<file path="config.mk">
export PLATFORM = sky130hd
export DESIGN_NAME = trap_unit_top
export DESIGN_NICKNAME = d
export VERILOG_FILES = /design/src/hw/csr_fields_pkg.sv /design/src/hw/trap_cause_pkg.sv /design/src/hw/irq_pending_slot.sv /design/src/hw/machine_trap_csrs.sv /design/src/hw/trap_handler.sv /design/src/hw/trap_unit_top.sv
export SDC_FILE = /design/constraint.sdc
export NUM_CORES = 1
export LEC_CHECK = 0
export BUFFER_PORTS_ARGS = -buffer_cell sky130_fd_sc_hd__buf_2
export CORE_ASPECT_RATIO = 0.6
export CORE_MARGIN = 3
export CORE_UTILIZATION = 55
export CTS_BUF_LIST = sky130_fd_sc_hd__clkbuf_2 sky130_fd_sc_hd__clkbuf_4 sky130_fd_sc_hd__clkbuf_8
export DETAILED_ROUTE_END_ITERATION = 8
export GPL_TIMING_DRIVEN = 0
export PLACE_DENSITY = 0.84
export SETUP_SLACK_MARGIN = 0.02
export SYNTH_ARGS = -nofsm -noshare
export SYNTH_HDL_FRONTEND = slang
export SYNTH_SLANG_ARGS = --single-unit
export TNS_END_PERCENT = 20
</file>
<file path="constraint.sdc">
create_clock -name CLK -period 5.77 [get_ports CLK]
set_input_delay 0.8655 -clock CLK [delete_from_list [all_inputs] [get_ports CLK]]
set_output_delay 0.8655 -clock CLK [all_outputs]
set_load 0.1 [all_outputs]
</file>
<file path="src/hw/csr_fields_pkg.sv">
/*
 * CSR map of the trap unit.
 * Machine trap CSR addresses and mstatus field positions.
 */
`default_nettype none

package csr_fields_pkg;

    typedef logic [11:0] csr_addr_t;

    // machine trap setup and handling
    localparam csr_addr_t MSTATUS = 12'h300;
    localparam csr_addr_t MIE     = 12'h304;
    localparam csr_addr_t MTVEC   = 12'h305;
    localparam csr_addr_t MEPC    = 12'h341;
    localparam csr_addr_t MCAUSE  = 12'h342;
    localparam csr_addr_t MTVAL   = 12'h343;
    localparam csr_addr_t MIP     = 12'h344;

    // mstatus fields kept by this unit
    localparam int MIE_BIT  = 3;
    localparam int MPIE_BIT = 7;
    localparam int MPP_HI   = 12;
    localparam int MPP_LO   = 11;

    localparam logic [1:0] MPP_M = 2'b11;   // machine mode

endpackage

`default_nettype wire

</file>
<file path="src/hw/trap_cause_pkg.sv">
/*
 * Trap cause definitions for the machine-mode trap unit.
 * Word and cause widths, exception codes and the local interrupt base.
 */
`default_nettype none

package trap_cause_pkg;

    typedef logic [31:0] xlen_t;    // data and address word
    typedef logic [30:0] cause_t;   // mcause code, interrupt flag excluded

    // standard machine exception codes
    typedef enum logic [30:0] {
        insn_mal    = 31'd0,
        insn_access = 31'd1,
        illegal_insn = 31'd2,
        breakpoint  = 31'd3,
        l_addr_mal  = 31'd4,
        l_fault     = 31'd5,
        s_addr_mal  = 31'd6,
        s_fault     = 31'd7,
        env_call_m  = 31'd11        // only M-mode ecall exists here
    } ex_code_e;

    // first platform-defined interrupt, also the first local mip/mie bit
    localparam int LOCAL_IRQ_BASE = 16;

    localparam int INT_BIT = 31;    // interrupt flag in mcause

endpackage

`default_nettype wire

</file>
<file path="src/hw/irq_pending_slot.sv">
/*
 * Pending slot for one local interrupt line.
 * Runs the four-phase req/ack handshake with its device and keeps the mip bit.
 */
`timescale 1ns/1ps
`default_nettype none

module irq_pending_slot (
    input  wire  CLK,
    input  wire  rst_n,
    input  wire  irq_req,
    output logic irq_ack,
    input  wire  mip_clear,
    output logic pending
);

    typedef enum logic {
        st_idle,
        st_acked
    } hs_state_e;

    hs_state_e state;
    logic      capture;

    // new request seen while ack is still low
    assign capture = irq_req && (state == st_idle);

    always_ff @(posedge CLK) begin
        if (!rst_n) begin
            state <= st_idle;
        end else begin
            case (state)
                st_idle:  if (irq_req) state <= st_acked;
                st_acked: if (!irq_req) state <= st_idle;  // device released req
                default:  state <= st_idle;
            endcase
        end
    end

    assign irq_ack = (state == st_acked);

    // a capture in the same cycle as a clear keeps the bit set
    always_ff @(posedge CLK) begin
        if (!rst_n) begin
            pending <= 1'b0;
        end else if (capture) begin
            pending <= 1'b1;
        end else if (mip_clear) begin
            pending <= 1'b0;
        end
    end

    a_ack_after_req: assert property (@(posedge CLK) disable iff (!rst_n)
        $rose(irq_ack) |-> $past(irq_req));

endmodule

`default_nettype wire

</file>
<file path="src/hw/machine_trap_csrs.sv">
/*
 * Machine trap CSR file.
 * Serves software CSR reads and writes, applies trap and mret updates
 * from the handler, and turns MIP writes into per-line clear pulses.
 */
`timescale 1ns/1ps
`default_nettype none

module machine_trap_csrs #(
    parameter int NUM_IRQ = 4
) (
    input  wire                            CLK,
    input  wire                            rst_n,
    input  wire                            csr_we,
    input  wire csr_fields_pkg::csr_addr_t csr_addr,
    input  wire trap_cause_pkg::xlen_t     csr_wdata,
    output trap_cause_pkg::xlen_t          csr_rdata,
    input  wire [NUM_IRQ-1:0]              irq_pending,
    output logic [NUM_IRQ-1:0]             mip_clear,
    input  wire                            inject_trap,
    input  wire                            inject_mret,
    input  wire trap_cause_pkg::xlen_t     next_mstatus,
    input  wire trap_cause_pkg::xlen_t     next_mcause,
    input  wire trap_cause_pkg::xlen_t     next_mepc,
    input  wire trap_cause_pkg::xlen_t     next_mtval,
    output trap_cause_pkg::xlen_t          cur_mstatus,
    output logic [NUM_IRQ-1:0]             cur_mie,
    output trap_cause_pkg::xlen_t          trap_pc
);

    localparam int IRQ_LO = trap_cause_pkg::LOCAL_IRQ_BASE;

    logic                  mst_mie;
    logic                  mst_mpie;
    logic [NUM_IRQ-1:0]    mie_q;
    trap_cause_pkg::xlen_t mtvec_q;
    trap_cause_pkg::xlen_t mepc_q;
    trap_cause_pkg::xlen_t mcause_q;
    trap_cause_pkg::xlen_t mtval_q;
    trap_cause_pkg::xlen_t mie_word;
    trap_cause_pkg::xlen_t mip_word;

    logic wr_mstatus;
    logic wr_mie;
    logic wr_mtvec;
    logic wr_mepc;
    logic wr_mcause;
    logic wr_mtval;
    logic wr_mip;

    assign wr_mstatus = csr_we && (csr_addr == csr_fields_pkg::MSTATUS);
    assign wr_mie     = csr_we && (csr_addr == csr_fields_pkg::MIE);
    assign wr_mtvec   = csr_we && (csr_addr == csr_fields_pkg::MTVEC);
    assign wr_mepc    = csr_we && (csr_addr == csr_fields_pkg::MEPC);
    assign wr_mcause  = csr_we && (csr_addr == csr_fields_pkg::MCAUSE);
    assign wr_mtval   = csr_we && (csr_addr == csr_fields_pkg::MTVAL);
    assign wr_mip     = csr_we && (csr_addr == csr_fields_pkg::MIP);

    // writing a local mip bit to 0 clears that line
    assign mip_clear = wr_mip ? ~csr_wdata[IRQ_LO +: NUM_IRQ] : '0;

    // handler updates of mstatus take precedence over software writes
    always_ff @(posedge CLK) begin
        if (!rst_n) begin
            mst_mie  <= 1'b0;
            mst_mpie <= 1'b0;
        end else if (inject_trap || inject_mret) begin
            mst_mie  <= next_mstatus[csr_fields_pkg::MIE_BIT];
            mst_mpie <= next_mstatus[csr_fields_pkg::MPIE_BIT];
        end else if (wr_mstatus) begin
            mst_mie  <= csr_wdata[csr_fields_pkg::MIE_BIT];
            mst_mpie <= csr_wdata[csr_fields_pkg::MPIE_BIT];
        end
    end

    always_ff @(posedge CLK) begin
        if (!rst_n) begin
            mie_q    <= '0;
            mtvec_q  <= '0;
            mepc_q   <= '0;
            mcause_q <= '0;
            mtval_q  <= '0;
        end else begin
            if (wr_mie)
                mie_q <= csr_wdata[IRQ_LO +: NUM_IRQ];
            if (wr_mtvec)
                mtvec_q <= {csr_wdata[31:2], 2'b00};   // direct mode only
            if (inject_trap) begin
                mepc_q   <= next_mepc;
                mcause_q <= next_mcause;
                mtval_q  <= next_mtval;
            end else begin
                if (wr_mepc)
                    mepc_q <= csr_wdata;
                if (wr_mcause)
                    mcause_q <= csr_wdata;
                if (wr_mtval)
                    mtval_q <= csr_wdata;
            end
        end
    end

    always_comb begin
        cur_mstatus = '0;
        cur_mstatus[csr_fields_pkg::MIE_BIT]  = mst_mie;
        cur_mstatus[csr_fields_pkg::MPIE_BIT] = mst_mpie;
        // the hart only runs in M-mode, so MPP always reads 11
        cur_mstatus[csr_fields_pkg::MPP_HI:csr_fields_pkg::MPP_LO] = csr_fields_pkg::MPP_M;
        mie_word = '0;
        mie_word[IRQ_LO +: NUM_IRQ] = mie_q;
        mip_word = '0;
        mip_word[IRQ_LO +: NUM_IRQ] = irq_pending;   // live view of the slots
    end

    assign cur_mie = mie_q;
    assign trap_pc = mtvec_q;

    always_comb begin
        case (csr_addr)
            csr_fields_pkg::MSTATUS: csr_rdata = cur_mstatus;
            csr_fields_pkg::MIE:     csr_rdata = mie_word;
            csr_fields_pkg::MTVEC:   csr_rdata = mtvec_q;
            csr_fields_pkg::MEPC:    csr_rdata = mepc_q;
            csr_fields_pkg::MCAUSE:  csr_rdata = mcause_q;
            csr_fields_pkg::MTVAL:   csr_rdata = mtval_q;
            csr_fields_pkg::MIP:     csr_rdata = mip_word;
            default:                 csr_rdata = '0;
        endcase
    end

    // the handler never retires a trap and an mret in one cycle
    a_one_inject: assert property (@(posedge CLK) disable iff (!rst_n)
        !(inject_trap && inject_mret));

endmodule

`default_nettype wire

</file>
<file path="src/hw/trap_handler.sv">
/*
 * Trap handler.
 * Picks the winning exception or local interrupt by fixed priority and
 * computes the next mstatus, mcause, mepc and mtval.
 */
`timescale 1ns/1ps
`default_nettype none

module trap_handler #(
    parameter int NUM_IRQ = 4
) (
    input  wire                        illegal_insn,
    input  wire                        breakpoint,
    input  wire                        ecall,
    input  wire                        mal_insn,
    input  wire                        fault_insn,
    input  wire                        mal_l,
    input  wire                        fault_l,
    input  wire                        mal_s,
    input  wire                        fault_s,
    input  wire                        mret,
    input  wire trap_cause_pkg::xlen_t epc,
    input  wire trap_cause_pkg::xlen_t bad_addr,
    input  wire [NUM_IRQ-1:0]          irq_pending,
    input  wire trap_cause_pkg::xlen_t cur_mstatus,
    input  wire [NUM_IRQ-1:0]          cur_mie,
    output logic                       trap_taken,
    output logic                       inject_trap,
    output logic                       inject_mret,
    output trap_cause_pkg::xlen_t      next_mstatus,
    output trap_cause_pkg::xlen_t      next_mcause,
    output trap_cause_pkg::xlen_t      next_mepc,
    output trap_cause_pkg::xlen_t      next_mtval
);

    localparam int IRQ_LO = trap_cause_pkg::LOCAL_IRQ_BASE;

    trap_cause_pkg::ex_code_e ex_src;
    trap_cause_pkg::cause_t   int_src;
    logic                     exception;
    logic [NUM_IRQ-1:0]       irq_hit;
    logic                     irq_fire;

    // exception source, highest priority first
    always_comb begin
        exception = 1'b1;
        ex_src    = trap_cause_pkg::insn_mal;
        if (breakpoint)
            ex_src = trap_cause_pkg::breakpoint;
        else if (fault_insn)
            ex_src = trap_cause_pkg::insn_access;
        else if (illegal_insn)
            ex_src = trap_cause_pkg::illegal_insn;
        else if (mal_insn)
            ex_src = trap_cause_pkg::insn_mal;
        else if (ecall)
            ex_src = trap_cause_pkg::env_call_m;
        else if (mal_s)
            ex_src = trap_cause_pkg::s_addr_mal;
        else if (mal_l)
            ex_src = trap_cause_pkg::l_addr_mal;
        else if (fault_s)
            ex_src = trap_cause_pkg::s_fault;
        else if (fault_l)
            ex_src = trap_cause_pkg::l_fault;
        else
            exception = 1'b0;
    end

    assign irq_hit  = irq_pending & cur_mie;
    assign irq_fire = cur_mstatus[csr_fields_pkg::MIE_BIT] && (|irq_hit);

    // lowest enabled line wins, so scan downwards
    always_comb begin
        int_src = trap_cause_pkg::cause_t'(IRQ_LO);
        for (int i = NUM_IRQ - 1; i >= 0; i--) begin
            if (irq_hit[i])
                int_src = trap_cause_pkg::cause_t'(IRQ_LO + i);
        end
    end

    assign trap_taken  = exception || irq_fire;   // exception beats interrupt
    assign inject_trap = trap_taken;
    assign inject_mret = mret && !trap_taken;

    assign next_mcause = {!exception, exception ? trap_cause_pkg::cause_t'(ex_src) : int_src};
    assign next_mepc   = epc;
    // ecall and interrupts leave no faulting address
    assign next_mtval  = (exception && ex_src != trap_cause_pkg::env_call_m) ? bad_addr : '0;

    always_comb begin
        next_mstatus = cur_mstatus;
        if (trap_taken) begin
            next_mstatus[csr_fields_pkg::MPIE_BIT] = cur_mstatus[csr_fields_pkg::MIE_BIT];
            next_mstatus[csr_fields_pkg::MIE_BIT]  = 1'b0;
            next_mstatus[csr_fields_pkg::MPP_HI:csr_fields_pkg::MPP_LO] = csr_fields_pkg::MPP_M;
        end else if (mret) begin
            next_mstatus[csr_fields_pkg::MIE_BIT]  = cur_mstatus[csr_fields_pkg::MPIE_BIT];
            next_mstatus[csr_fields_pkg::MPIE_BIT] = 1'b1;
        end
    end

    // interrupt codes must name a real line, exception codes a known cause
    always_comb begin
        if (trap_taken) begin
            a_legal_cause: assert final (next_mcause[trap_cause_pkg::INT_BIT]
                ? (next_mcause[30:0] >= IRQ_LO && next_mcause[30:0] < IRQ_LO + NUM_IRQ)
                : (next_mcause[30:0] inside {[31'd0:31'd7], 31'd11}));
        end
    end

endmodule

`default_nettype wire

</file>
<file path="src/hw/trap_unit_top.sv">
/*
 * Machine-mode trap unit.
 * CSR file, one pending slot per local interrupt line, and the trap handler.
 */
`timescale 1ns/1ps
`default_nettype none

module trap_unit_top #(
    parameter int NUM_IRQ = 4
) (
    input  wire                            CLK,
    input  wire                            rst_n,
    input  wire                            illegal_insn,
    input  wire                            breakpoint,
    input  wire                            ecall,
    input  wire                            mal_insn,
    input  wire                            fault_insn,
    input  wire                            mal_l,
    input  wire                            fault_l,
    input  wire                            mal_s,
    input  wire                            fault_s,
    input  wire                            mret,
    input  wire trap_cause_pkg::xlen_t     epc,
    input  wire trap_cause_pkg::xlen_t     bad_addr,
    output logic                           trap_taken,
    output trap_cause_pkg::xlen_t          trap_pc,
    input  wire                            csr_we,
    input  wire csr_fields_pkg::csr_addr_t csr_addr,
    input  wire trap_cause_pkg::xlen_t     csr_wdata,
    output trap_cause_pkg::xlen_t          csr_rdata,
    input  wire [NUM_IRQ-1:0]              irq_req,
    output logic [NUM_IRQ-1:0]             irq_ack
);

    logic [NUM_IRQ-1:0]    mip_clear;
    logic [NUM_IRQ-1:0]    irq_pending;
    logic [NUM_IRQ-1:0]    cur_mie;
    logic                  inject_trap;
    logic                  inject_mret;
    trap_cause_pkg::xlen_t cur_mstatus;
    trap_cause_pkg::xlen_t next_mstatus;
    trap_cause_pkg::xlen_t next_mcause;
    trap_cause_pkg::xlen_t next_mepc;
    trap_cause_pkg::xlen_t next_mtval;

    machine_trap_csrs #(
        .NUM_IRQ(NUM_IRQ)
    ) csrs0 (
        .CLK(CLK),
        .rst_n(rst_n),
        .csr_we(csr_we),
        .csr_addr(csr_addr),
        .csr_wdata(csr_wdata),
        .csr_rdata(csr_rdata),
        .irq_pending(irq_pending),
        .mip_clear(mip_clear),
        .inject_trap(inject_trap),
        .inject_mret(inject_mret),
        .next_mstatus(next_mstatus),
        .next_mcause(next_mcause),
        .next_mepc(next_mepc),
        .next_mtval(next_mtval),
        .cur_mstatus(cur_mstatus),
        .cur_mie(cur_mie),
        .trap_pc(trap_pc)
    );

    // one slot per local line
    for (genvar i = 0; i < NUM_IRQ; i++) begin : g_slot
        irq_pending_slot slot0 (
            .CLK(CLK),
            .rst_n(rst_n),
            .irq_req(irq_req[i]),
            .irq_ack(irq_ack[i]),
            .mip_clear(mip_clear[i]),
            .pending(irq_pending[i])
        );
    end

    trap_handler #(
        .NUM_IRQ(NUM_IRQ)
    ) handler0 (
        .illegal_insn(illegal_insn),
        .breakpoint(breakpoint),
        .ecall(ecall),
        .mal_insn(mal_insn),
        .fault_insn(fault_insn),
        .mal_l(mal_l),
        .fault_l(fault_l),
        .mal_s(mal_s),
        .fault_s(fault_s),
        .mret(mret),
        .epc(epc),
        .bad_addr(bad_addr),
        .irq_pending(irq_pending),
        .cur_mstatus(cur_mstatus),
        .cur_mie(cur_mie),
        .trap_taken(trap_taken),
        .inject_trap(inject_trap),
        .inject_mret(inject_mret),
        .next_mstatus(next_mstatus),
        .next_mcause(next_mcause),
        .next_mepc(next_mepc),
        .next_mtval(next_mtval)
    );

endmodule

`default_nettype wire

</file>
==> impl_metrics.prom, run 1 <==
# TYPE chip_impl_metric gauge
chip_impl_info{name="outcome",value="complete, no violations"} 1
chip_impl_metric{name="cell_internal_pwr",unit="uW"} 1502
chip_impl_metric{name="antennaDiodeCount",unit=""} 0
chip_impl_metric{name="grt_pass1_vias",unit=""} 6696
chip_impl_metric{name="post-dp-hpwl",unit="um"} 16940
chip_impl_metric{name="max_freq",unit="MHz"} 233.7
chip_impl_metric{name="die_x",unit="um"} 150.0
chip_impl_info{name="regToRegEndpoint",value="csrs0.mtval_q[24]"} 1
chip_impl_metric{name="timing.clock.skew",unit="ns"} 0.01111
chip_impl_metric{name="slew-limit-headroom",unit="%"} 37.07
chip_impl_metric{name="drive_gt1_share",unit="%"} 24.50
chip_impl_metric{name="drt_drc_violations_left",unit=""} 0
chip_impl_metric{name="drt.antenna.violating_nets",unit=""} 0
chip_impl_metric{name="share_comb_of_total_power",unit="%"} 9.3
chip_impl_metric{name="timing_max_transition_violations_final",unit=""} 0
chip_impl_metric{name="cts.sinks",unit=""} 140
chip_impl_metric{name="area.growth.synth_to_final",unit="%"} 22.71
chip_impl_metric{name="regToRegSetupSlack",unit="ns"} 3.46
chip_impl_info{name="worstHoldPathType",value="reg -> reg"} 1
chip_impl_metric{name="numPlacedInstances",unit=""} 1173
chip_impl_metric{name="globalRouteTotalUtil",unit="%"} 32.92
chip_impl_metric{name="drtPass1Iterations",unit=""} 6
chip_impl_metric{name="io_pins",unit=""} 194
chip_impl_metric{name="layoutNonFillerInstCount",unit=""} 1205
chip_impl_metric{name="gr-usage-met1",unit="%"} 48.75
chip_impl_metric{name="post_synth_inst_count",unit=""} 823
chip_impl_metric{name="worst_ir_drop_vdd",unit="V"} 0.0001422
chip_impl_metric{name="crit_path_max_fanout",unit=""} 10
chip_impl_metric{name="grt.overflow.total",unit=""} 0
chip_impl_info{name="most_common_cell_in_the_synthesized_netlist",value="sky130_fd_sc_hd__nand2_1"} 1
chip_impl_info{name="critical_path.reg2reg.startpoint",value="csrs0.cur_mie[3]"} 1
chip_impl_metric{name="finalWeightedCongestion",unit=""} 0.9046
chip_impl_metric{name="global_route.usage.met3",unit="%"} 10.12
chip_impl_metric{name="final.min_clock_period",unit="ns"} 4.280
chip_impl_metric{name="worstRegToRegCells",unit=""} 6
chip_impl_metric{name="ys_ff_latch",unit=""} 140
chip_impl_metric{name="power_density",unit="mW/mm^2"} 241.0
chip_impl_info{name="cts-root-buf",value="sky130_fd_sc_hd__clkbuf_8"} 1
chip_impl_info{name="cp-startpoint",value="csr_addr[11]"} 1
chip_impl_metric{name="io_buffers",unit=""} 189
chip_impl_metric{name="cts.path.max_buffers",unit=""} 2
chip_impl_info{name="critical_path_class",value="in -> out"} 1
chip_impl_metric{name="syn_area_per_cell",unit="um^2"} 8.316
chip_impl_metric{name="swShare",unit="%"} 25.80
chip_impl_info{name="yosys_most_used_dff",value="sky130_fd_sc_hd__dfxtp_1"} 1
chip_impl_metric{name="postRouteWirelength",unit="um"} 22900
chip_impl_metric{name="synth-edff-count",unit=""} 0
chip_impl_info{name="synth_area_leader_cell",value="sky130_fd_sc_hd__dfxtp_1"} 1
chip_impl_metric{name="cts.hold.buffers_added",unit=""} 0
chip_impl_metric{name="timing.critical_path.required",unit="ns"} 4.90
chip_impl_metric{name="layout.nets",unit=""} 1157
chip_impl_metric{name="placementRows",unit=""} 30
chip_impl_metric{name="hold-path-cell-count",unit=""} 2
chip_impl_metric{name="postLayoutCellArea",unit="mm^2"} 0.008398
chip_impl_metric{name="total_switching_power",unit="uW"} 522.1
chip_impl_metric{name="totalPowerFinal",unit="uW"} 2024
chip_impl_metric{name="seqPwrFrac",unit="%"} 50.0
chip_impl_metric{name="via_per_inst",unit=""} 5.947
chip_impl_info{name="synth.cells.most_frequent",value="sky130_fd_sc_hd__nand2_1, sky130_fd_sc_hd__dfxtp_1, sky130_fd_sc_hd__o21ai_0"} 1
chip_impl_metric{name="clkLatencyLatePin",unit="ns"} 0.45
chip_impl_metric{name="total_leakage_power",unit="uW"} 0.003707
chip_impl_metric{name="timing_hold_violations_final",unit=""} 0
chip_impl_metric{name="place_area",unit="mm^2"} 0.007994
chip_impl_metric{name="report.final.setup_viol",unit=""} 0
chip_impl_metric{name="postCtsResizedCells",unit=""} 0
chip_impl_metric{name="timing.max_cap.violations",unit=""} 0
chip_impl_metric{name="detail_route.iter0.violations",unit=""} 739
chip_impl_info{name="globalRoute.busiestLayer",value="met1"} 1
chip_impl_info{name="cts_tree",value="yes"} 1
chip_impl_metric{name="ys_types",unit=""} 46
chip_impl_metric{name="critPathArrivalTime",unit="ns"} 3.41
chip_impl_metric{name="ys_async_sr_fraction",unit="%"} 0
chip_impl_metric{name="fin_crit_sh",unit="%"} 74.17
chip_impl_metric{name="core",unit="mm^2"} 0.01171
chip_impl_info{name="synth_top_area_cells",value="sky130_fd_sc_hd__dfxtp_1, sky130_fd_sc_hd__mux2i_1, sky130_fd_sc_hd__nand2_1, sky130_fd_sc_hd__o21ai_0, sky130_fd_sc_hd__o211a_1"} 1
chip_impl_metric{name="numCtsBuffers",unit=""} 17
chip_impl_metric{name="grtUsageMet2",unit="%"} 46.27
chip_impl_metric{name="grt_max_degree",unit=""} 17
chip_impl_metric{name="avgRoutedWirePerCell",unit="um"} 19.00
chip_impl_info{name="setup_repair_after_global_routing_missed_its_margin",value="false"} 1
chip_impl_metric{name="floorplan.die_area",unit="mm^2"} 0.01386
chip_impl_metric{name="clock_tree.htree_level_count",unit=""} 4
chip_impl_metric{name="synth-warning-count",unit=""} 0
chip_impl_metric{name="tightestPinTransition",unit="ns"} 0.9439
chip_impl_metric{name="fin_setup_tns",unit="ns"} 0
chip_impl_metric{name="fp.dieH",unit="um"} 92.41
chip_impl_metric{name="antenna_found_initial",unit=""} 1
chip_impl_metric{name="share_clk_of_total_power",unit="%"} 40.7
chip_impl_info{name="sort_of_element_at_the_start_of_the_critical_path",value="input pin"} 1
chip_impl_metric{name="synth_top_area_share",unit="%"} 40.95
chip_impl_metric{name="synth.yosys.seq_area_share",unit="%"} 40.95
chip_impl_metric{name="grt_first_pass_wirelength",unit="um"} 35600
chip_impl_metric{name="initial_core_util",unit="%"} 58.44
chip_impl_metric{name="post_cts_setup_inserts",unit=""} 0
chip_impl_info{name="kind_of_capture_point_of_the_worst_setup_path",value="output port"} 1
chip_impl_metric{name="worst_setup_hold_path_clk_slew",unit="ns"} 0.07
chip_impl_info{name="critPathCapture",value="csr_rdata[16]"} 1
chip_impl_metric{name="synth_area",unit="mm^2"} 0.006844
chip_impl_metric{name="layout.core_utilization",unit="%"} 71.71
chip_impl_metric{name="dr_total_vias",unit=""} 7166
## per-layer routing
layer / up-vias / wire length [um]
li1: 3328 / -
met1: 3326 / 10110
met2: 457 / 9240
met3: 53 / 3044
met4: 2 / 490
met5: - / 8
## logic make-up (layout without fill, tap and decap cells)
logic type             count (synthesis)  after routing  share of synthesized area (%)
multiplexers                          72             72                          10.53
other                                  1              2                        0.05479
buffers and inverters                 76            297                          5.119
AND/OR/NAND/NOR                      278            278                          17.86
flip-flops                           140            140                          40.95
AO/OA/AOI/OAI                        256            256                          25.48
## power groups by stage
stage / Sequential [uW] / Clock (uW) / Combinational (uW)
floorplan: 1030 / 0 / 101
global placement: 1030 / 0 / 180
detailed placement: 1030 / 0 / 183
CTS: 1010 / 822 / 184
global route: 1010 / 870 / 204
finish: 1010 / 824 / 187
## layout make-up
cell class,count,area [um^2]
multi-input combinational,608,3695
clock inverter,15,170.2
sequential,140,2803
inverter,3,11.26
tap,160,200.2
timing repair buffer,189,945.9
fill,1011,3313
buffer,73,339.1
clock buffer,17,234.0
## placed cells by master (no fill, tap or decap), types with 7 or more instances in the layout
master,netlist,final
sky130_fd_sc_hd__a21boi_0,21,21
sky130_fd_sc_hd__a21boi_1,14,14
sky130_fd_sc_hd__a21oi_1,59,59
sky130_fd_sc_hd__a221o_1,26,26
sky130_fd_sc_hd__and2_1,7,7
sky130_fd_sc_hd__buf_2,13,202
sky130_fd_sc_hd__buf_4,13,13
sky130_fd_sc_hd__clkbuf_1,47,47
sky130_fd_sc_hd__clkbuf_8,0,17
sky130_fd_sc_hd__dfxtp_1,140,140
sky130_fd_sc_hd__mux2i_1,72,72
sky130_fd_sc_hd__nand2_1,167,167
sky130_fd_sc_hd__nor2_1,66,66
sky130_fd_sc_hd__o211a_1,32,32
sky130_fd_sc_hd__o21ai_0,78,78
## critical path, cell delays in order
cell	delay, ns
sky130_fd_sc_hd__buf_2	0.10
sky130_fd_sc_hd__or3_1	0.38
sky130_fd_sc_hd__clkbuf_1	0.20
sky130_fd_sc_hd__nor2_1	0.24
sky130_fd_sc_hd__nor4bb_1	0.24
sky130_fd_sc_hd__clkbuf_1	0.32
sky130_fd_sc_hd__buf_2	0.33
sky130_fd_sc_hd__a2bb2oi_1	0.11
sky130_fd_sc_hd__o211ai_1	0.15
sky130_fd_sc_hd__buf_2	0.48
## worst min-delay path by stage
stage                            start                 end  slack (ns)
floorplan           csrs0.mcause_q[10]  csrs0.mcause_q[10]        0.43
global placement     csrs0.mcause_q[8]   csrs0.mcause_q[8]        0.44
detailed placement  csrs0.mcause_q[29]  csrs0.mcause_q[29]        0.44
CTS                 csrs0.mcause_q[12]  csrs0.mcause_q[12]        0.45
global route        csrs0.mcause_q[12]  csrs0.mcause_q[12]        0.47
finish               csrs0.mcause_q[7]   csrs0.mcause_q[7]        0.45
## metrics by stage
stage,worst slack [ns],hold WS [ns]
2_1_floorplan,0.8784,0.4312
3_3_place_gp,1.610,0.4382
3_5_place_dp,1.547,0.4439
4_1_cts,1.556,0.4539
5_1_grt,1.342,0.4687
6_report,1.490,0.4532
## sequential cells by signal (all words and copies together), names as in the netlist
signal and flops:
csrs0.cur_mie 4, csrs0.mtval_q 32, csrs0.mst_mie 1, g_slot.slot0.irq_ack 4, csrs0.mepc_q 32, csrs0.trap_pc 30, csrs0.mcause_q 32, csrs0.mst_mpie 1
g_slot.slot0.pending 4
Note: power is estimated with default switching activity, not from simulation.
==> inputs of run 2 (changes only) <==
--- a/config.mk
+++ b/config.mk
@@ -8,11 +8,11 @@
 export BUFFER_PORTS_ARGS = -buffer_cell sky130_fd_sc_hd__buf_2
 export CORE_ASPECT_RATIO = 0.6
 export CORE_MARGIN = 3
-export CORE_UTILIZATION = 55
+export CORE_UTILIZATION = 49
 export CTS_BUF_LIST = sky130_fd_sc_hd__clkbuf_2 sky130_fd_sc_hd__clkbuf_4 sky130_fd_sc_hd__clkbuf_8
 export DETAILED_ROUTE_END_ITERATION = 8
 export GPL_TIMING_DRIVEN = 0
-export PLACE_DENSITY = 0.84
+export PLACE_DENSITY = 0.79
 export SETUP_SLACK_MARGIN = 0.02
 export SYNTH_ARGS = -nofsm -noshare
 export SYNTH_HDL_FRONTEND = slang
==> constraint.sdc (replaced) <==
create_clock -name CLK -period 3.5 [get_ports CLK]
set_input_delay 0.525 -clock CLK [delete_from_list [all_inputs] [get_ports CLK]]
set_output_delay 0.525 -clock CLK [all_outputs]
set_load 0.1 [all_outputs]
==> run 2 against run 1 <==
Against the previous run: routed wire length is 2.2% higher; clock skew grew 0.00062 ns; utilization is 7.4 points lower; worst hold slack worse by 0.16 ns; first-iteration DRC count shrank 14%; via count down 0.39%; cell count is 2.2% higher; clock power increased by 69%; count of clock-buffer cells in the layout grew 3; final area up 1.5%; worst setup slack got worse by 1.4 ns; sequential cell count unchanged; highest routed layer unchanged.
==> impl_metrics.prom, run 2 (same netlist as run 1, synthesis figures left out) <==
# TYPE chip_impl_metric gauge
chip_impl_info{name="setup_repair_after_global_routing_missed_its_margin",value="true"} 1
chip_impl_info{name="outcome",value="complete, no violations"} 1
chip_impl_metric{name="via_per_inst",unit=""} 5.799
chip_impl_metric{name="timing.max_cap.violations",unit=""} 0
chip_impl_metric{name="floorplan.die_area",unit="mm^2"} 0.01547
chip_impl_metric{name="swShare",unit="%"} 25.07
chip_impl_metric{name="slew-limit-headroom",unit="%"} 39.77
chip_impl_metric{name="share_clk_of_total_power",unit="%"} 41.3
chip_impl_info{name="kind_of_capture_point_of_the_worst_setup_path",value="output port"} 1
chip_impl_metric{name="grt_pass1_vias",unit=""} 6524
chip_impl_metric{name="timing_max_transition_violations_final",unit=""} 0
chip_impl_metric{name="grt.overflow.total",unit=""} 0
chip_impl_metric{name="finalWorstSetupSlack",unit="ns"} 0.08997
chip_impl_metric{name="final.min_clock_period",unit="ns"} 3.410
chip_impl_metric{name="total_leakage_power",unit="uW"} 0.003700
chip_impl_info{name="critical_path_class",value="in -> out"} 1
chip_impl_metric{name="core",unit="mm^2"} 0.01325
chip_impl_metric{name="grt_max_degree",unit=""} 17
chip_impl_metric{name="io_buffers",unit=""} 189
chip_impl_metric{name="clock_tree.htree_level_count",unit=""} 4
chip_impl_metric{name="critPathArrivalTime",unit="ns"} 2.89
chip_impl_metric{name="placement.setup.worst_slack",unit="ns"} -0.006248
chip_impl_metric{name="power_density",unit="mW/mm^2"} 395.7
chip_impl_metric{name="initial_core_util",unit="%"} 51.64
chip_impl_info{name="layout.cells.most_common",value="sky130_fd_sc_hd__buf_2"} 1
chip_impl_metric{name="worst_setup_hold_path_clk_slew",unit="ns"} 0.08
chip_impl_metric{name="timing.critical_path.required",unit="ns"} 2.97
chip_impl_metric{name="share_comb_of_total_power",unit="%"} 9.2
chip_impl_metric{name="post-dp-hpwl",unit="um"} 17310
chip_impl_metric{name="postRouteWirelength",unit="um"} 23400
chip_impl_metric{name="report.final.setup_viol",unit=""} 0
chip_impl_metric{name="grt_first_pass_wirelength",unit="um"} 35500
chip_impl_metric{name="drt.antenna.violating_nets",unit=""} 0
chip_impl_metric{name="totalPowerFinal",unit="uW"} 3375
chip_impl_metric{name="drive_gt1_share",unit="%"} 24.62
chip_impl_metric{name="seqPwrFrac",unit="%"} 49.5
chip_impl_metric{name="worstRegToRegCells",unit=""} 5
chip_impl_metric{name="layout.core_utilization",unit="%"} 64.34
chip_impl_metric{name="cts.sinks",unit=""} 140
chip_impl_metric{name="drt_drc_violations_left",unit=""} 0
chip_impl_metric{name="cell_internal_pwr",unit="uW"} 2529
chip_impl_metric{name="fp.dieH",unit="um"} 97.55
chip_impl_metric{name="numCtsBuffers",unit=""} 17
chip_impl_metric{name="globalRouteTotalUtil",unit="%"} 29.31
chip_impl_metric{name="detail_route.iter0.violations",unit=""} 632
chip_impl_metric{name="drtPass1Iterations",unit=""} 7
chip_impl_info{name="largestRegisters",value="csrs0.mcause_q: 32 flops, csrs0.mepc_q: 32 flops, csrs0.mtval_q: 32 flops"} 1
chip_impl_metric{name="tightestPinTransition",unit="ns"} 0.9034
chip_impl_metric{name="total_switching_power",unit="uW"} 846.0
chip_impl_metric{name="layout.nets",unit=""} 1157
chip_impl_metric{name="worst_ir_drop_vdd",unit="V"} 0.0002226
chip_impl_metric{name="fin_crit_sh",unit="%"} 97.43
chip_impl_metric{name="hold-path-cell-count",unit=""} 2
chip_impl_metric{name="antennaDiodeCount",unit=""} 0
chip_impl_info{name="cts_tree",value="yes"} 1
chip_impl_metric{name="clkLatencyLatePin",unit="ns"} 0.45
chip_impl_metric{name="crit_path_max_fanout",unit=""} 10
chip_impl_metric{name="post_cts_setup_inserts",unit=""} 0
chip_impl_metric{name="antenna_found_initial",unit=""} 1
chip_impl_metric{name="cts.hold.buffers_added",unit=""} 0
chip_impl_metric{name="finalWeightedCongestion",unit=""} 0.9446
chip_impl_metric{name="avgRoutedWirePerCell",unit="um"} 19.01
chip_impl_metric{name="timing.clock.skew",unit="ns"} 0.01173
chip_impl_metric{name="io_pins",unit=""} 194
chip_impl_metric{name="die_x",unit="um"} 158.6
chip_impl_metric{name="place_area",unit="mm^2"} 0.008028
chip_impl_metric{name="timing_hold_violations_final",unit=""} 0
chip_impl_info{name="sort_of_element_at_the_start_of_the_critical_path",value="input pin"} 1
chip_impl_metric{name="area.growth.synth_to_final",unit="%"} 24.59
chip_impl_metric{name="fin_setup_tns",unit="ns"} 0
chip_impl_metric{name="placementRows",unit=""} 32
chip_impl_metric{name="postLayoutCellArea",unit="mm^2"} 0.008527
chip_impl_metric{name="cts.path.max_buffers",unit=""} 2
chip_impl_metric{name="max_freq",unit="MHz"} 293.3
chip_impl_info{name="worstHoldPathType",value="in -> reg"} 1
chip_impl_info{name="cts-root-buf",value="sky130_fd_sc_hd__clkbuf_8"} 1
chip_impl_info{name="layout_common_cells",value="sky130_fd_sc_hd__buf_2, sky130_fd_sc_hd__nand2_1, sky130_fd_sc_hd__dfxtp_1"} 1
chip_impl_metric{name="dr_total_vias",unit=""} 7138
## run 2: final timing paths
| kind | startpoint | to | slack [ns] |
|---|---|---|---|
| setup / recovery | csr_addr[11] | csr_rdata[12] | 0.09 |
| hold / removal | irq_req[2] | g_slot[2].slot0.irq_ack | 0.30 |
| setup reg to reg | csrs0.cur_mie[3] | csrs0.mcause_q[30] | 1.11 |
| hold reg to reg | csrs0.mcause_q[8] | csrs0.mcause_q[8] | 0.45 |
## run 2: what timing repair did
item / CTS / global route
resized for setup: 4 / 30
endpoints found under the setup margin: 4 / 32
pin swaps: 0 / 0
## run 2: through the flow
| step | hold slack (ns) | std cells |
|---|---|---|
| 3_3_place_gp | 0.4386 | 1200 |
| 5_1_grt | 0.3006 | 1231 |
| 4_1_cts | 0.2794 | 1231 |
| 6_report | 0.2973 | 1231 |
| 3_5_place_dp | 0.4438 | 1200 |
| 2_1_floorplan | 0.4312 | 824 |
## run 2: layout make-up
cell class	count	area, um^2
Fill cell	1162	4726
Multi-Input combinational cell	608	3695
Sequential cell	140	2803
Timing Repair Buffer	189	1025
Buffer	73	341.6
Clock buffer	20	275.3
Tap cell	187	234.0
Clock inverter	11	142.6
Inverter	3	11.26
## run 2: power by group through the flow
stage / combinational, uW / sequential (uW) / clock (uW)
final: 312 / 1670 / 1390
after global routing: 339 / 1670 / 1460
after CTS: 307 / 1670 / 1390
after detailed placement: 305 / 1700 / 0
after global placement: 299 / 1700 / 0
after floorplan: 166 / 1700 / 0
## run 2: metal layers
metal  GRT usage (%)  part of all wire (%)
met4           7.799                   1.6
met2           40.98                    41
met5               0                 0.034
met3           8.411                    12
met1           43.70                    46
## run 2: worst max-delay path: stages
cell                       delay, ns
sky130_fd_sc_hd__buf_2          0.11
sky130_fd_sc_hd__or3_1          0.39
sky130_fd_sc_hd__clkbuf_1       0.20
sky130_fd_sc_hd__nor4b_2        0.45
sky130_fd_sc_hd__clkbuf_1       0.59
sky130_fd_sc_hd__a221o_1        0.28
sky130_fd_sc_hd__clkbuf_4       0.34
==> inputs of run 3 (changes only) <==
--- a/config.mk
+++ b/config.mk
@@ -8,11 +8,10 @@
 export BUFFER_PORTS_ARGS = -buffer_cell sky130_fd_sc_hd__buf_2
 export CORE_ASPECT_RATIO = 0.6
 export CORE_MARGIN = 3
-export CORE_UTILIZATION = 49
+export CORE_UTILIZATION = 38
 export CTS_BUF_LIST = sky130_fd_sc_hd__clkbuf_2 sky130_fd_sc_hd__clkbuf_4 sky130_fd_sc_hd__clkbuf_8
 export DETAILED_ROUTE_END_ITERATION = 8
 export GPL_TIMING_DRIVEN = 0
-export PLACE_DENSITY = 0.79
 export SETUP_SLACK_MARGIN = 0.02
 export SYNTH_ARGS = -nofsm -noshare
 export SYNTH_HDL_FRONTEND = slang
==> run 3 against run 2 <==
Against the previous run: combinational power about the same; worst hold slack got worse by 0.0063 ns; global-route usage fell by 4.4 points; clock skew is 0.0067 ns higher; cell count up 3.9%; sequential share of layout area shrank 0.32 points; first-iteration DRC count down 13%.
==> impl_metrics.prom, run 3 (same netlist as run 1, synthesis figures left out) <==
# TYPE chip_impl_metric gauge
chip_impl_info{name="layout_common_cells",value="sky130_fd_sc_hd__buf_2, sky130_fd_sc_hd__nand2_1, sky130_fd_sc_hd__dfxtp_1"} 1
chip_impl_info{name="path_cells",value="buf_2 > or3_1 > clkbuf_1 > nor2_2 > nor4bb_1 > clkbuf_2 > buf_2 > a2bb2oi_1 > o211ai_1 > buf_4"} 1
chip_impl_metric{name="numCtsBuffers",unit=""} 17
chip_impl_metric{name="placement.setup.worst_slack",unit="ns"} -0.08364
chip_impl_metric{name="total_leakage_power",unit="uW"} 0.003717
chip_impl_metric{name="tightestPinTransition",unit="ns"} 0.8763
chip_impl_info{name="sort_of_element_at_the_start_of_the_critical_path",value="input pin"} 1
chip_impl_metric{name="slew-limit-headroom",unit="%"} 41.58
chip_impl_metric{name="final.min_clock_period",unit="ns"} 3.306
chip_impl_metric{name="hold_ws",unit="ns"} 0.2910
chip_impl_metric{name="layoutNonFillerInstCount",unit=""} 1279
chip_impl_info{name="outcome",value="complete, no violations"} 1
chip_impl_metric{name="timing_hold_violations_final",unit=""} 0
chip_impl_metric{name="post-dp-hpwl",unit="um"} 18710
chip_impl_metric{name="timing.max_cap.violations",unit=""} 0
chip_impl_metric{name="crit_path_max_fanout",unit=""} 10
chip_impl_metric{name="avgRoutedWirePerCell",unit="um"} 19.48
chip_impl_metric{name="placementRows",unit=""} 37
chip_impl_metric{name="max_freq",unit="MHz"} 302.4
chip_impl_metric{name="detail_route.iter0.violations",unit=""} 550
chip_impl_metric{name="postLayoutCellArea",unit="mm^2"} 0.008611
chip_impl_info{name="setup_repair_after_global_routing_missed_its_margin",value="false"} 1
chip_impl_metric{name="grt.overflow.total",unit=""} 0
chip_impl_metric{name="drtPass1Iterations",unit=""} 5
chip_impl_metric{name="cts.path.max_buffers",unit=""} 2
chip_impl_metric{name="io_pins",unit=""} 194
chip_impl_metric{name="initial_core_util",unit="%"} 39.32
chip_impl_metric{name="floorplan.die_area",unit="mm^2"} 0.01971
chip_impl_metric{name="numPlacedInstances",unit=""} 1247
chip_impl_info{name="worstHoldPathType",value="in -> reg"} 1
chip_impl_metric{name="io_buffers",unit=""} 189
chip_impl_metric{name="slowest_stage_delay_cp",unit="ns"} 0.39
chip_impl_metric{name="fp.dieH",unit="um"} 110.0
chip_impl_metric{name="critPathArrivalTime",unit="ns"} 2.78
chip_impl_metric{name="finalWeightedCongestion",unit=""} 0.8536
chip_impl_metric{name="post_cts_setup_inserts",unit=""} 0
chip_impl_metric{name="timing_max_transition_violations_final",unit=""} 0
chip_impl_metric{name="area.growth.synth_to_final",unit="%"} 25.81
chip_impl_info{name="critical_path_class",value="in -> out"} 1
chip_impl_metric{name="core",unit="mm^2"} 0.01741
chip_impl_metric{name="drt_drc_violations_left",unit=""} 0
chip_impl_info{name="cts_tree",value="yes"} 1
chip_impl_metric{name="timing.critical_path.required",unit="ns"} 2.97
chip_impl_metric{name="report.final.setup_viol",unit=""} 0
chip_impl_metric{name="antenna_found_initial",unit=""} 1
chip_impl_metric{name="die_x",unit="um"} 179.3
chip_impl_metric{name="drive_gt1_share",unit="%"} 25.07
chip_impl_metric{name="worst_ir_drop_vdd",unit="V"} 0.0002103
chip_impl_info{name="critical_path.most_common_cell",value="sky130_fd_sc_hd__buf_2"} 1
chip_impl_metric{name="cts.sinks",unit=""} 140
chip_impl_metric{name="grt_max_degree",unit=""} 17
chip_impl_info{name="kind_of_capture_point_of_the_worst_setup_path",value="output port"} 1
chip_impl_metric{name="globalRouteTotalUtil",unit="%"} 24.91
chip_impl_metric{name="grt_pass1_vias",unit=""} 6480
chip_impl_metric{name="dr_total_vias",unit=""} 6911
chip_impl_info{name="largestRegisters",value="csrs0.mcause_q: 32 flops, csrs0.mepc_q: 32 flops, csrs0.mtval_q: 32 flops"} 1
chip_impl_metric{name="clock_tree.htree_level_count",unit=""} 4
chip_impl_metric{name="timing.clock.skew",unit="ns"} 0.01842
chip_impl_metric{name="worst_setup_hold_path_clk_slew",unit="ns"} 0.08
chip_impl_metric{name="totalPowerFinal",unit="uW"} 3430
chip_impl_metric{name="antennaDiodeCount",unit=""} 0
chip_impl_metric{name="postCtsResizedCells",unit=""} 22
chip_impl_metric{name="drt.antenna.violating_nets",unit=""} 0
chip_impl_metric{name="power_density",unit="mW/mm^2"} 398.3
chip_impl_metric{name="postRouteWirelength",unit="um"} 24920
chip_impl_metric{name="place_area",unit="mm^2"} 0.008087
chip_impl_info{name="layout.cells.most_common",value="sky130_fd_sc_hd__buf_2"} 1
chip_impl_metric{name="fin_crit_sh",unit="%"} 94.47
chip_impl_info{name="cts-root-buf",value="sky130_fd_sc_hd__clkbuf_8"} 1
chip_impl_metric{name="finalWorstSetupSlack",unit="ns"} 0.1936
chip_impl_metric{name="via_per_inst",unit=""} 5.403
chip_impl_metric{name="clkLatencyLatePin",unit="ns"} 0.45
chip_impl_metric{name="cts.hold.buffers_added",unit=""} 0
chip_impl_metric{name="grt_first_pass_wirelength",unit="um"} 37180
chip_impl_info{name="crit_slowest_cell",value="sky130_fd_sc_hd__or3_1"} 1
chip_impl_metric{name="layout.nets",unit=""} 1157
-- run 3: changes by cell type in the layout (fill, tap and decap cells not counted), moves of 2 or more --
cell,change
sky130_fd_sc_hd__clkbuf_1,-3
sky130_fd_sc_hd__buf_4,+16
sky130_fd_sc_hd__clkinv_2,-3
sky130_fd_sc_hd__clkbuf_2,+3
sky130_fd_sc_hd__inv_6,+3
sky130_fd_sc_hd__buf_6,+2
sky130_fd_sc_hd__clkbuf_4,-17
sky130_fd_sc_hd__clkinvlp_4,+2
-- run 3: layout make-up --
type | instances | area [um^2]
Sequential cell | 140 | 2803
Clock buffer | 20 | 269.0
Multi-Input combinational cell | 608 | 3697
Tap cell | 234 | 292.8
Fill cell | 1770 | 8796
Timing Repair Buffer | 189 | 1032
Buffer | 73 | 345.3
Clock inverter | 12 | 160.2
Inverter | 3 | 11.26
-- run 3: critical path: cells and delay by family --
family | cells | cell delay (ns)
compound gates | 2 | 0.25
buf+inv | 5 | 1.16
simple gates | 3 | 0.84
-- run 3: path summary, 6_finish.rpt --
check                           slack (ns)  depth (start not counted)              start                      end
worst min register to register        0.45                          2  csrs0.mcause_q[7]        csrs0.mcause_q[7]
worst min-delay path                  0.29                          2         irq_req[0]  g_slot[0].slot0.irq_ack
worst max-delay path                  0.19                         10       csr_addr[11]            csr_rdata[18]
worst max register to register        1.25                          7   csrs0.cur_mie[3]         csrs0.mepc_q[27]
-- run 3: layer usage --
metal  vias to the layer above  track usage [%]  part of all wire [%]
li1                       3328                -                     -
met1                      3261            37.89                    50
met2                       301            35.59                    40
met3                        19            5.383                   8.9
met4                         2            5.623                  0.82
met5                         -                0                 0.052
-- run 3: power breakdown --
| group | total, uW | internal [uW] | switching [uW] |
|---|---|---|---|
| clock | 1450 | 758 | 691 |
| sequential | 1670 | 1640 | 27.8 |
| combinational | 313 | 133 | 180 |
-- run 3: per-stage QoR --
stage               utilization (%)  setup TNS (ns)
floorplan                         -          -1.691
global placement              46.46         -0.1977
detailed placement            46.46         -0.4798
CTS                           49.22      -0.0006384
global route                  49.47               0
finish                        49.47               0
